`src/armCorePkg.sv`:
```
package armCorePkg;

   localparam int dataWidth = 32;
   localparam int regAddrWidth = 4;
   localparam int regCount = 16;
   localparam int pcStep = 4;

   // instruction class in bits 27:26
   localparam logic [1:0] opDataProc = 2'b00;
   localparam logic [1:0] opMemory = 2'b01;

   // ARM data-processing command field
   typedef enum logic [3:0] {
      cmdAnd = 4'b0000,
      cmdEor = 4'b0001,
      cmdSub = 4'b0010,
      cmdAdd = 4'b0100,
      cmdAdc = 4'b0101,
      cmdCmp = 4'b1010,
      cmdOrr = 4'b1100,
      cmdMov = 4'b1101
   } aluCmd;

   typedef enum logic [3:0] {
      condEq = 4'd0,
      condNe = 4'd1,
      condCs = 4'd2,
      condCc = 4'd3,
      condMi = 4'd4,
      condPl = 4'd5,
      condVs = 4'd6,
      condVc = 4'd7,
      condHi = 4'd8,
      condLs = 4'd9,
      condGe = 4'd10,
      condLt = 4'd11,
      condGt = 4'd12,
      condLe = 4'd13,
      condAl = 4'd14
   } condCode;

   typedef struct packed {
      logic negative;
      logic zero;
      logic carry;
      logic overflow;
   } nzcvFlags;

   // decode to execute
   typedef struct packed {
      logic regWrite;
      logic memWrite;
      logic memRead;
      logic memToReg;
      logic flagWrite;
      logic useImm;
      aluCmd cmd;
      condCode cond;
      logic [4:0] shiftAmount;
      logic [regAddrWidth-1:0] destReg;
      logic [dataWidth-1:0] operandA;
      logic [dataWidth-1:0] operandB;
      logic [dataWidth-1:0] immValue;
   } idExPayload;

   // execute to memory
   typedef struct packed {
      logic regWrite;
      logic memWrite;
      logic memRead;
      logic memToReg;
      logic [regAddrWidth-1:0] destReg;
      logic [dataWidth-1:0] aluResult;
      logic [dataWidth-1:0] storeData;
   } exMemPayload;

   typedef struct packed {
      logic regWrite;
      logic [regAddrWidth-1:0] destReg;
      logic [dataWidth-1:0] value;
   } writeBack;

endpackage
```
`src/armCore.sv`:
```
module armCore (
   input  logic clk,
   input  logic reset,
   input  logic [armCorePkg::dataWidth-1:0] i_inst,
   input  logic [armCorePkg::dataWidth-1:0] i_readData,
   output logic [armCorePkg::dataWidth-1:0] o_pc,
   output logic [armCorePkg::dataWidth-1:0] o_memAddr,
   output logic o_memWrite,
   output logic o_memRead,
   output logic [armCorePkg::dataWidth-1:0] o_writeData
);

   logic [armCorePkg::regAddrWidth-1:0] readAddrA;
   logic [armCorePkg::regAddrWidth-1:0] readAddrB;
   logic [armCorePkg::dataWidth-1:0] readDataA;
   logic [armCorePkg::dataWidth-1:0] readDataB;
   armCorePkg::idExPayload idEx;
   armCorePkg::exMemPayload exMem;
   armCorePkg::writeBack wbBus;

   decodeStage decode (
      .clk(clk),
      .reset(reset),
      .i_inst(i_inst),
      .i_readDataA(readDataA),
      .i_readDataB(readDataB),
      .o_pc(o_pc),
      .o_readAddrA(readAddrA),
      .o_readAddrB(readAddrB),
      .o_idEx(idEx)
   );

   registerFile regFile (
      .clk(clk),
      .reset(reset),
      .i_readAddrA(readAddrA),
      .i_readAddrB(readAddrB),
      .i_writeBack(wbBus),
      .o_readDataA(readDataA),
      .o_readDataB(readDataB)
   );

   executeStage execute (
      .clk(clk),
      .reset(reset),
      .i_idEx(idEx),
      .o_exMem(exMem)
   );

   memAccessStage memAccess (
      .clk(clk),
      .reset(reset),
      .i_exMem(exMem),
      .i_readData(i_readData),
      .o_memAddr(o_memAddr),
      .o_memWrite(o_memWrite),
      .o_memRead(o_memRead),
      .o_writeData(o_writeData),
      .o_writeBack(wbBus)
   );

endmodule

```
`src/memAccessStage.sv`:
```
module memAccessStage (
   input  logic clk,
   input  logic reset,
   input  armCorePkg::exMemPayload i_exMem,
   input  logic [armCorePkg::dataWidth-1:0] i_readData,
   output logic [armCorePkg::dataWidth-1:0] o_memAddr,
   output logic o_memWrite,
   output logic o_memRead,
   output logic [armCorePkg::dataWidth-1:0] o_writeData,
   output armCorePkg::writeBack o_writeBack
);

   armCorePkg::writeBack memWb;
   logic memToRegWb;

   assign o_memAddr = i_exMem.aluResult;
   assign o_memWrite = i_exMem.memWrite;
   assign o_memRead = i_exMem.memRead;
   assign o_writeData = i_exMem.storeData;

   always_ff @(posedge clk or posedge reset) begin
      if (reset) begin
         memWb <= '0;
         memToRegWb <= 1'b0;
      end else begin
         memWb.regWrite <= i_exMem.regWrite;
         memWb.destReg <= i_exMem.destReg;
         memWb.value <= i_exMem.aluResult;
         memToRegWb <= i_exMem.memToReg;
      end
   end

   // load data arrives one cycle after the read strobe
   always_comb begin
      o_writeBack = memWb;
      if (memToRegWb) begin
         o_writeBack.value = i_readData;
      end
   end

endmodule

```
`src/executeStage.sv`:
```
module executeStage (
   input  logic clk,
   input  logic reset,
   input  armCorePkg::idExPayload i_idEx,
   output armCorePkg::exMemPayload o_exMem
);

   logic [armCorePkg::dataWidth-1:0] aluB;
   logic [armCorePkg::dataWidth-1:0] aluResult;
   armCorePkg::nzcvFlags flags;
   armCorePkg::nzcvFlags aluFlags;
   armCorePkg::nzcvFlags nextFlags;
   logic condPass;
   logic isArith;

   assign aluB = i_idEx.useImm ? i_idEx.immValue : (i_idEx.operandB << i_idEx.shiftAmount);

   aluUnit alu (
      .i_cmd(i_idEx.cmd),
      .i_a(i_idEx.operandA),
      .i_b(aluB),
      .i_carryIn(flags.carry),
      .o_result(aluResult),
      .o_flags(aluFlags)
   );

   always_comb begin
      case (i_idEx.cond)
         armCorePkg::condEq: condPass = flags.zero;
         armCorePkg::condNe: condPass = !flags.zero;
         armCorePkg::condCs: condPass = flags.carry;
         armCorePkg::condCc: condPass = !flags.carry;
         armCorePkg::condMi: condPass = flags.negative;
         armCorePkg::condPl: condPass = !flags.negative;
         armCorePkg::condVs: condPass = flags.overflow;
         armCorePkg::condVc: condPass = !flags.overflow;
         armCorePkg::condHi: condPass = flags.carry && !flags.zero;
         armCorePkg::condLs: condPass = !flags.carry || flags.zero;
         armCorePkg::condGe: condPass = (flags.negative == flags.overflow);
         armCorePkg::condLt: condPass = (flags.negative != flags.overflow);
         armCorePkg::condGt: condPass = !flags.zero && (flags.negative == flags.overflow);
         armCorePkg::condLe: condPass = flags.zero || (flags.negative != flags.overflow);
         armCorePkg::condAl: condPass = 1'b1;
         default: condPass = 1'b0;
      endcase
   end

   // logical ops keep V here and get C back from the alu unchanged
   assign isArith = i_idEx.cmd inside {armCorePkg::cmdSub, armCorePkg::cmdAdd,
                                       armCorePkg::cmdAdc, armCorePkg::cmdCmp};

   always_comb begin
      nextFlags = aluFlags;
      if (!isArith) begin
         nextFlags.overflow = flags.overflow;
      end
   end

   always_ff @(posedge clk or posedge reset) begin
      if (reset) begin
         flags <= '0;
      end else if (condPass && i_idEx.flagWrite) begin
         flags <= nextFlags;
      end
   end

   always_ff @(posedge clk or posedge reset) begin
      if (reset) begin
         o_exMem <= '0;
      end else begin
         o_exMem.regWrite <= i_idEx.regWrite && condPass;
         o_exMem.memWrite <= i_idEx.memWrite && condPass;
         o_exMem.memRead <= i_idEx.memRead && condPass;
         o_exMem.memToReg <= i_idEx.memToReg;
         o_exMem.destReg <= i_idEx.destReg;
         o_exMem.aluResult <= aluResult;
         o_exMem.storeData <= i_idEx.operandB;
      end
   end

endmodule

```
`src/aluUnit.sv`:
```
module aluUnit (
   input  armCorePkg::aluCmd i_cmd,
   input  logic [armCorePkg::dataWidth-1:0] i_a,
   input  logic [armCorePkg::dataWidth-1:0] i_b,
   input  logic i_carryIn,
   output logic [armCorePkg::dataWidth-1:0] o_result,
   output armCorePkg::nzcvFlags o_flags
);

   localparam int msb = armCorePkg::dataWidth - 1;

   logic subtract;
   logic addCarryIn;
   logic [armCorePkg::dataWidth-1:0] addB;
   logic [armCorePkg::dataWidth:0] sum;

   // one adder for add, adc, sub and cmp
   assign subtract = (i_cmd == armCorePkg::cmdSub) || (i_cmd == armCorePkg::cmdCmp);
   assign addB = subtract ? ~i_b : i_b;
   assign addCarryIn = subtract || ((i_cmd == armCorePkg::cmdAdc) && i_carryIn);
   assign sum = {1'b0, i_a} + {1'b0, addB} + addCarryIn;

   always_comb begin
      o_flags.carry = i_carryIn;
      o_flags.overflow = 1'b0;
      case (i_cmd)
         armCorePkg::cmdAnd: o_result = i_a & i_b;
         armCorePkg::cmdEor: o_result = i_a ^ i_b;
         armCorePkg::cmdOrr: o_result = i_a | i_b;
         armCorePkg::cmdMov: o_result = i_b;
         armCorePkg::cmdSub,
         armCorePkg::cmdAdd,
         armCorePkg::cmdAdc,
         armCorePkg::cmdCmp: begin
            o_result = sum[msb:0];
            // carry set means no borrow on subtract
            o_flags.carry = sum[armCorePkg::dataWidth];
            o_flags.overflow = (i_a[msb] == addB[msb]) && (sum[msb] != i_a[msb]);
         end
         default: o_result = '0;
      endcase
      o_flags.negative = o_result[msb];
      o_flags.zero = (o_result == '0);
   end

endmodule

```
`src/decodeStage.sv`:
```
module decodeStage (
   input  logic clk,
   input  logic reset,
   input  logic [armCorePkg::dataWidth-1:0] i_inst,
   input  logic [armCorePkg::dataWidth-1:0] i_readDataA,
   input  logic [armCorePkg::dataWidth-1:0] i_readDataB,
   output logic [armCorePkg::dataWidth-1:0] o_pc,
   output logic [armCorePkg::regAddrWidth-1:0] o_readAddrA,
   output logic [armCorePkg::regAddrWidth-1:0] o_readAddrB,
   output armCorePkg::idExPayload o_idEx
);

   logic [armCorePkg::dataWidth-1:0] instD;
   logic instValid;
   logic [1:0] opField;
   logic immBit;
   logic sBit;
   logic loadBit;
   logic isDataProc;
   logic isMemory;
   armCorePkg::aluCmd cmdField;
   armCorePkg::idExPayload idNext;

   // fetch with a pc that only steps forward
   always_ff @(posedge clk or posedge reset) begin
      if (reset) begin
         o_pc <= '0;
         instValid <= 1'b0;
      end else begin
         o_pc <= o_pc + armCorePkg::pcStep;
         instValid <= 1'b1;
      end
   end

   always_ff @(posedge clk) begin
      instD <= i_inst;
   end

   assign opField = instD[27:26];
   assign immBit = instD[25];
   assign sBit = instD[20];
   assign loadBit = instD[20];
   assign cmdField = armCorePkg::aluCmd'(instD[24:21]);

   // opcodes 10 and 11 fall through both and become bubbles
   assign isDataProc = instValid && (opField == armCorePkg::opDataProc);
   assign isMemory = instValid && (opField == armCorePkg::opMemory);

   assign o_readAddrA = instD[19:16];
   // stores read Rd as the data to write
   assign o_readAddrB = isMemory ? instD[15:12] : instD[3:0];

   always_comb begin
      idNext = '0;
      idNext.cmd = cmdField;
      idNext.cond = armCorePkg::condCode'(instD[31:28]);
      idNext.shiftAmount = instD[11:7];
      idNext.destReg = instD[15:12];
      idNext.operandA = i_readDataA;
      idNext.operandB = i_readDataB;
      idNext.immValue = {{(armCorePkg::dataWidth - 8){instD[7]}}, instD[7:0]};

      if (isDataProc) begin
         idNext.regWrite = (cmdField != armCorePkg::cmdCmp);
         idNext.flagWrite = sBit || (cmdField == armCorePkg::cmdCmp);
         idNext.useImm = immBit;
      end else if (isMemory) begin
         // address is base plus unsigned offset
         idNext.cmd = armCorePkg::cmdAdd;
         idNext.useImm = 1'b1;
         idNext.immValue = {{(armCorePkg::dataWidth - 12){1'b0}}, instD[11:0]};
         idNext.memRead = loadBit;
         idNext.memWrite = !loadBit;
         idNext.regWrite = loadBit;
         idNext.memToReg = loadBit;
      end
   end

   always_ff @(posedge clk or posedge reset) begin
      if (reset) begin
         o_idEx <= '0;
      end else begin
         o_idEx <= idNext;
      end
   end

endmodule

```
`src/registerFile.sv`:
```
module registerFile (
   input  logic clk,
   input  logic reset,
   input  logic [armCorePkg::regAddrWidth-1:0] i_readAddrA,
   input  logic [armCorePkg::regAddrWidth-1:0] i_readAddrB,
   input  armCorePkg::writeBack i_writeBack,
   output logic [armCorePkg::dataWidth-1:0] o_readDataA,
   output logic [armCorePkg::dataWidth-1:0] o_readDataB
);

   logic [armCorePkg::dataWidth-1:0] regs [armCorePkg::regCount];
   logic bypassA;
   logic bypassB;

   always_ff @(posedge clk or posedge reset) begin
      if (reset) begin
         for (int i = 0; i < armCorePkg::regCount; i++) begin
            regs[i] <= '0;
         end
      end else if (i_writeBack.regWrite) begin
         regs[i_writeBack.destReg] <= i_writeBack.value;
      end
   end

   // writeback in this cycle is visible to decode right away
   assign bypassA = i_writeBack.regWrite && (i_writeBack.destReg == i_readAddrA);
   assign bypassB = i_writeBack.regWrite && (i_writeBack.destReg == i_readAddrB);

   assign o_readDataA = bypassA ? i_writeBack.value : regs[i_readAddrA];
   assign o_readDataB = bypassB ? i_writeBack.value : regs[i_readAddrB];

endmodule

```
`config.mk`:
```
export PLATFORM = sky130hd
export DESIGN_NAME = armCore
export DESIGN_NICKNAME = d
export VERILOG_FILES = /design/src/armCorePkg.sv /design/src/armCore.sv /design/src/memAccessStage.sv /design/src/executeStage.sv /design/src/aluUnit.sv /design/src/decodeStage.sv /design/src/registerFile.sv
export SDC_FILE = /design/constraint.sdc
export NUM_CORES = 2
export LEC_CHECK = 0
export ABC_AREA = 0
export BUFFER_PORTS_ARGS = -buffer_cell sky130_fd_sc_hd__buf_4
export CAP_MARGIN = 20
export CORE_UTILIZATION = 50
export DETAILED_ROUTE_END_ITERATION = 6
export GPL_TIMING_DRIVEN = 1
export PLACE_DENSITY = 0.75
export SKIP_LAST_GASP = 1
export SLEW_MARGIN = 15
export SYNTH_ARGS = -nofsm -noshare
export SYNTH_HDL_FRONTEND = slang
export SYNTH_SLANG_ARGS = --single-unit
```
`constraint.sdc`:
```
create_clock -name clk -period 58.8 [get_ports clk]
set_clock_uncertainty 0.05 [all_clocks]
set_input_delay 11.76 -clock clk [delete_from_list [all_inputs] [get_ports clk]]
set_output_delay 11.76 -clock clk [all_outputs]
set_load 0.02 [all_outputs]
```
Word-level counts from Yosys, hierarchy flattened --
Cells that the tools add are included.
Word-level totals: ROM bits 0, RAM bits 0, memories kept 0, flip-flop bits (word level) 810, bits of input ports 66, latch bits 0
Cells by class: add/sub/neg operators 3, multipliers 0, $lt $le $gt $ge 4, reduce and logical (&&, ||, !) cells 31, muxes and demuxes 27, shifts and indexed selects 1, div/mod/pow operators 0, bitwise gates (word level) 7, equal/unequal tests 30
Operators with widths (count):
- 512-bit bitwise mux | 1
- 32-bit two-way mux | 12
- 32-bit binary-select mux with 4-bit select | 2
- 32-bit case mux with 5 select lines | 1
- 32-bit demux with 4-bit select | 1
- 4-bit == test, second input constant | 11
- 32-bit by 32-bit adder with 33-bit output | 1
- 33-bit by 1-bit adder with 33-bit output | 1
- 32-bit by 3-bit adder with 32-bit output, second input constant | 1
- 32-bit AND | 1
- 32-bit zero test | 1
- 32-bit NOT | 1
- 32-bit bitwise OR | 1
- 32-bit by 5-bit << shifter with 32-bit output | 1
- 32-bit XOR | 1
- 4-bit by 3-bit == test with 1-bit output, second input constant | 6
- 5-bit >= comparator, second input constant | 3
- 4-bit NOT with 5-bit output | 3
- 1-bit case mux with 15 select lines | 1
- 1-bit logical AND | 13
- 4-bit by 2-bit == test with 1-bit output, second input constant | 3
- 4-bit two-way mux | 3
- 4-bit by 1-bit == test with 1-bit output, second input constant | 2
- 4-bit == test | 2
- other kinds (15) | 30

Depth between registers and ports, before layout --
depth after elaboration 9, depth in mapped cells 22, depth with buffers taken out 18

Modules after synthesis --
Synthesis repeated with hierarchy kept, for this count alone.
Second synthesis, totals: cells, all modules 3189, area total of the unflattened synthesis 42809.8 um^2
Modules (own cells, without submodules):
- registerFile | area each 27301.2 um^2, instances 1, seq. area each 12812.3 um^2, cells each 1757
- decodeStage | area each 4832.1 um^2, instances 1, seq. area each 3868.7 um^2, cells each 309
- aluUnit | area each 4468.0 um^2, instances 1, seq. area each 0.0 um^2, cells each 615
- executeStage | area each 4176.5 um^2, instances 1, seq. area each 1901.8 um^2, cells each 362
- memAccessStage | area each 2031.9 um^2, instances 1, seq. area each 950.9 um^2, cells each 146

Worst setup path after synthesis --
Ideal clock, no wire load.
path kind input port to flip-flop, from input port i_readData[0] (netlist name), to register decode.o_idEx[64] (netlist name), arrival 12.503 ns, stages 3, setup slack 46.094 ns, buffers on the path 1, required time 58.598 ns, cells stage by stage mux2i_1 > clkbuf_1 > mux2i_1
Between the ends: word-level cells in the longest chain between the ends 2
Ends and longest elaborated chain:
- from (decl) | line armCore.sv:5 | input logic [armCorePkg::dataWidth-1:0] i_readData,
- 32-bit two-way mux | line memAccessStage.sv:36 | if (memToRegWb) begin
- 32-bit two-way mux | line registerFile.sv:29 | assign o_readDataA = bypassA ? i_writeBack.value : regs[i_readAddrA];
- via decode.i_readDataA (one bit) | line decodeStage.sv:5 | input logic [armCorePkg::dataWidth-1:0] i_readDataA,
- to (signal assigned) | line decodeStage.sv:83 | o_idEx <= idNext;
- to (decl) | line decodeStage.sv:10 | output armCorePkg::idExPayload o_idEx
The timed path passes the listed nets, and every way through them passes these cells. A chain may end at the register's enable or synchronous reset.

==> results.txt <==
* Status: complete, but fails checks
- The final reports fail on design-rule violations.
- The clock net in this run drives a total of between 700 and 800 sinks.
- Number of warnings printed during yosys synthesis: 0
- The initial utilization of the core area, before any placement, comes to between 50 and 60%.
* Register area share after synthesis: between 40% and 50%
- Detailed router's first-iteration violation count: ~3,800
- Number of antenna violations at the first check in global routing: 3
- The clock passes through at most 3 buffers.
- Placer's final routability congestion estimate: between 1 and 1.5
- By area the synthesized netlist is led by sky130_fd_sc_hd__dfrtp_1, sky130_fd_sc_hd__mux4_2, sky130_fd_sc_hd__a21oi_1, sky130_fd_sc_hd__nand2_1, sky130_fd_sc_hd__nor2_1.
* Clock-pin transition on the worst setup and hold timing paths: around 0.05 ns
- Critical path's most frequent cell: sky130_fd_sc_hd__buf_4
* Count of flip-flops with a built-in enable after synthesis: 0
* Total setup violations reported at the end of the flow: 0
- 0 antenna diodes ended up in the layout.
- First-pass iteration count of the detailed router: 7
- In this run switching power makes up 32.2% of total power.
- Global routing used between 20% and 30% of the available tracks across all layers.
- Wirelength per Cell: approximately 25 um
- The die is ~290 um tall.
- In this run, synthesis produced a sequential element count of slightly below 800.
- Once detail routing completed, the nets flagged for antenna violations numbered 0.
- Input and output buffers added on the ports amount to about 160.
- CP bufs+invs: 4
- Via count of the first global-routing pass: roughly 32,000
- Nets@finish: approximately 4,000
* Part of the power in combinational logic: approximately a quarter
* Setup bufs post-CTS: 0
* Drt drc: 1
- Along the worst path, the maximum fanout reaches roughly 120.
- The initialized floorplan defines 105 standard-cell rows.
- The cell sitting at the root of the clock tree is a sky130_fd_sc_hd__clkbuf_16.
- Mean cell area of the mapped netlist: 10.7 um^2
- Grouping stages by cell kind, the critical path spends the most delay in buffers and inverters.
- Final global-route overflow total: 0
- Crit path largest cell delay: around 0.82 ns
* Fillcell total: approximately 6,600
- Setup repair after global routing missed its margin: no
- Number of vias per cell: between 6 and 7
- The first global-routing pass estimated around 190,000 um of wire.
- TritonCTS built the clock tree.
* Setup Total Neg Slack: 0 ns
- Post-CTS Hold Buffers: 0
* Total leakage power: 0.0192 uW
- After layout, the worst path uses 23.2% of the clock period.
- The final route contains between 30,000 and 40,000 vias.
- The tightest min-delay check is of the flip-flop to flip-flop type.
- CTS built an H-tree with a depth of 3.
* Die width: 291 um
- The number of gates resized after CTS was 0.
* Primary flip-flop cell chosen by synthesis mapping: sky130_fd_sc_hd__dfrtp_1
* Internal Power: roughly 1100 uW
* Min Clock Period, post-route: about 14 ns
- The clock reaches the later pin of the worst-skew pair after approximately 0.66 ns.
* Growth of design area from synthesis to finish: 11.8%
- Max Cap Violations: 0
- The share of synthesized area in the top cell type comes to 45.4%.
- Leaving out fill and tap cells, the most frequent cell in the layout is sky130_fd_sc_hd__dfrtp_1.
- Number of top-level design ports: ~160
* Number of pins with negative max-slew slack in the final report: 0
- Number of distinct library cell variants in the gate-level netlist after synthesis: 86
- Data on the critical path is required at its endpoint by just under 60 ns.
- Largest net degree at the start of global routing: around 170
* Count of placed standard cells in the final layout, fillers left out: around 5,000
- Data on the critical path arrives at its endpoint at 14.23 ns.
- The slowest stage of the critical path belongs to the cell sky130_fd_sc_hd__buf_4.
- STA classifies the critical path startpoint as an input pin.
- Fraction of final layout cells with drive strength greater than 1: between 10% and 20%
- CTS buffer count: 85
- The worst setup path is captured at an asynchronous set/reset pin.
- For the pin with the worst max-slew slack, the measured transition is 1.15 ns.
* Cell-by-cell listing of the critical path: buf_4 > inv_8 > buf_4 > buf_4
- Based on the critical path, the design can be clocked at up to about 73 MHz.
* Final HPWL DP: ~77,000 um
- Core Footprint: about 80,000 um^2
* Crit path kind: input pin to asynchronous set/reset pin
- In this run the power spent charging and discharging nets is approximately 550 uW.
- The number of hold violations in the final report is 0.
- Share of async-settable or async-resettable flops after synthesis: roughly 96%
- The clock network burns 34.3% of the power.
- Slew headroom: 22.2%
- The synthesized netlist occupies a cell area of ~42,000 um^2.
* Maximum VDD drop: 0.0225 mV
* Register share of total power: 41.8%
- In this run the power density over the cells is between 30 and 40 nW/um^2.
- Number of instances in the synthesized netlist: just under 4,000
- The largest total area in the synthesized netlist belongs to sky130_fd_sc_hd__dfrtp_1.
- Summed over all layers, the routed wires come to between 100,000 and 150,000 um.
* Placed Cells incl. Taps: ~4,800
* Commonest cells after routing, fill and taps aside: sky130_fd_sc_hd__dfrtp_1, sky130_fd_sc_hd__nand2_1, sky130_fd_sc_hd__nor2_1, sky130_fd_sc_hd__a21oi_1, sky130_fd_sc_hd__mux4_2
- The floorplan step defined a die boundary enclosing between 80,000 and 90,000 um^2.
[metal layers]
metal | vias up | GRT usage (%) | share of wire (%)
met1 | 16100 | 37.7 | 37
met2 | 1874 | 48.3 | 48
met5 | - | 0 | 0.024
li1 | 13700 | - | -
met4 | 4 | 16.4 | 6.0
met3 | 463 | 5.93 | 9.0
[synth_stat cells (10+ instances only)]
cell                         n
sky130_fd_sc_hd__a21o_1     23
sky130_fd_sc_hd__a21oi_1   386
sky130_fd_sc_hd__a221oi_1   16
sky130_fd_sc_hd__a22oi_1    16
sky130_fd_sc_hd__a31oi_1    14
sky130_fd_sc_hd__and2_1     15
sky130_fd_sc_hd__and3_1     13
sky130_fd_sc_hd__buf_1      51
sky130_fd_sc_hd__buf_4      69
sky130_fd_sc_hd__clkbuf_1  243
sky130_fd_sc_hd__dfrtp_1   755
sky130_fd_sc_hd__dfxtp_1    32
sky130_fd_sc_hd__ha_1       96
sky130_fd_sc_hd__inv_1     113
sky130_fd_sc_hd__mux2_2     14
sky130_fd_sc_hd__mux2i_1   111
sky130_fd_sc_hd__mux4_2    310
sky130_fd_sc_hd__nand2_1   429
sky130_fd_sc_hd__nand2b_1   23
sky130_fd_sc_hd__nand3_1   126
sky130_fd_sc_hd__nand4_1    13
sky130_fd_sc_hd__nor2_1    417
sky130_fd_sc_hd__nor3_1     26
sky130_fd_sc_hd__o211ai_1   12
sky130_fd_sc_hd__o21ai_0   275
sky130_fd_sc_hd__o221ai_1   10
sky130_fd_sc_hd__o31ai_1    10
sky130_fd_sc_hd__xnor2_1    57
sky130_fd_sc_hd__xor2_1     29
[cell families after synthesis]
| group | share of synthesized area (%) |
|---|---|
| AND/OR/NAND/NOR | 11.7 |
| other | 0.0180 |
| flip-flops | 46.9 |
| buffers and inverters | 5.06 |
| multiplexers | 19.9 |
| AO/OA/AOI/OAI | 11.6 |
| XOR/XNOR | 1.81 |
| adder cells (fa/ha/maj) | 2.98 |
[layout make-up]
class | instances | area [um^2] | area share [%]
Multi-Input combinational cell | 2605 | 20200 | 43.4
Sequential cell | 787 | 19500 | 42.0
Clock buffer | 112 | 2390 | 5.14
Timing Repair Buffer | 250 | 1970 | 4.23
Tap cell | 1070 | 1340 | 2.88
Clock inverter | 46 | 679 | 1.46
Inverter | 114 | 435 | 0.936
[sequential cells by signal (all words and copies together) (netlist names)]
signal / cells
memAccess.memWb: 32
decode.instD: 32
decode.instValid: 1
decode.o_pc: 30
regFile.regs: 512
execute.flags: 4
memAccess.memToRegWb: 1
memAccess.o_writeBack: 5
execute.o_exMem: 72
decode.o_idEx: 98
[final timing paths]
path,from,end,slack (ns),depth (start not counted)
max in group clk,execute.o_exMem[51],o_memAddr[19],45.67,1
worst min-delay path,decode.instD[30],decode.o_idEx[107],0.28,0
worst min register to register,decode.instD[30],decode.o_idEx[107],0.28,0
worst max-delay path,reset,decode.o_pc[30],45.16,4
worst max register to register,decode.o_idEx[101],execute.flags[2],52.48,15
min in group asynchronous,reset,decode.o_idEx[4],11.21,2
[power by group through the flow]
| stage | logic [uW] | clock network [uW] | registers, uW |
|---|---|---|---|
| after CTS | 398 | 586 | 702 |
| after global placement | 386 | 0 | 706 |
| final | 404 | 581 | 707 |
| after global routing | 438 | 609 | 713 |
| after floorplan | 303 | 0 | 673 |
| after detailed placement | 394 | 0 | 709 |
[stage by stage]
stage / total power (uW) / cell area (um^2) / hold WS, ns / utilization, % / setup slack (ns)
detailed placement: 1100 / 43400 / 0.271 / 52.8 / 44.31
global placement: 1090 / 43400 / 0.274 / 52.8 / 44.35
floorplan: 976 / 41600 / 0.266 / - / 25.80
global route: 1760 / 46500 / 0.278 / 56.6 / 44.73
finish: 1690 / 46500 / 0.278 / 56.6 / 45.16
CTS: 1690 / 46500 / 0.278 / 56.5 / 44.99
(Power assumes the default switching activity.)
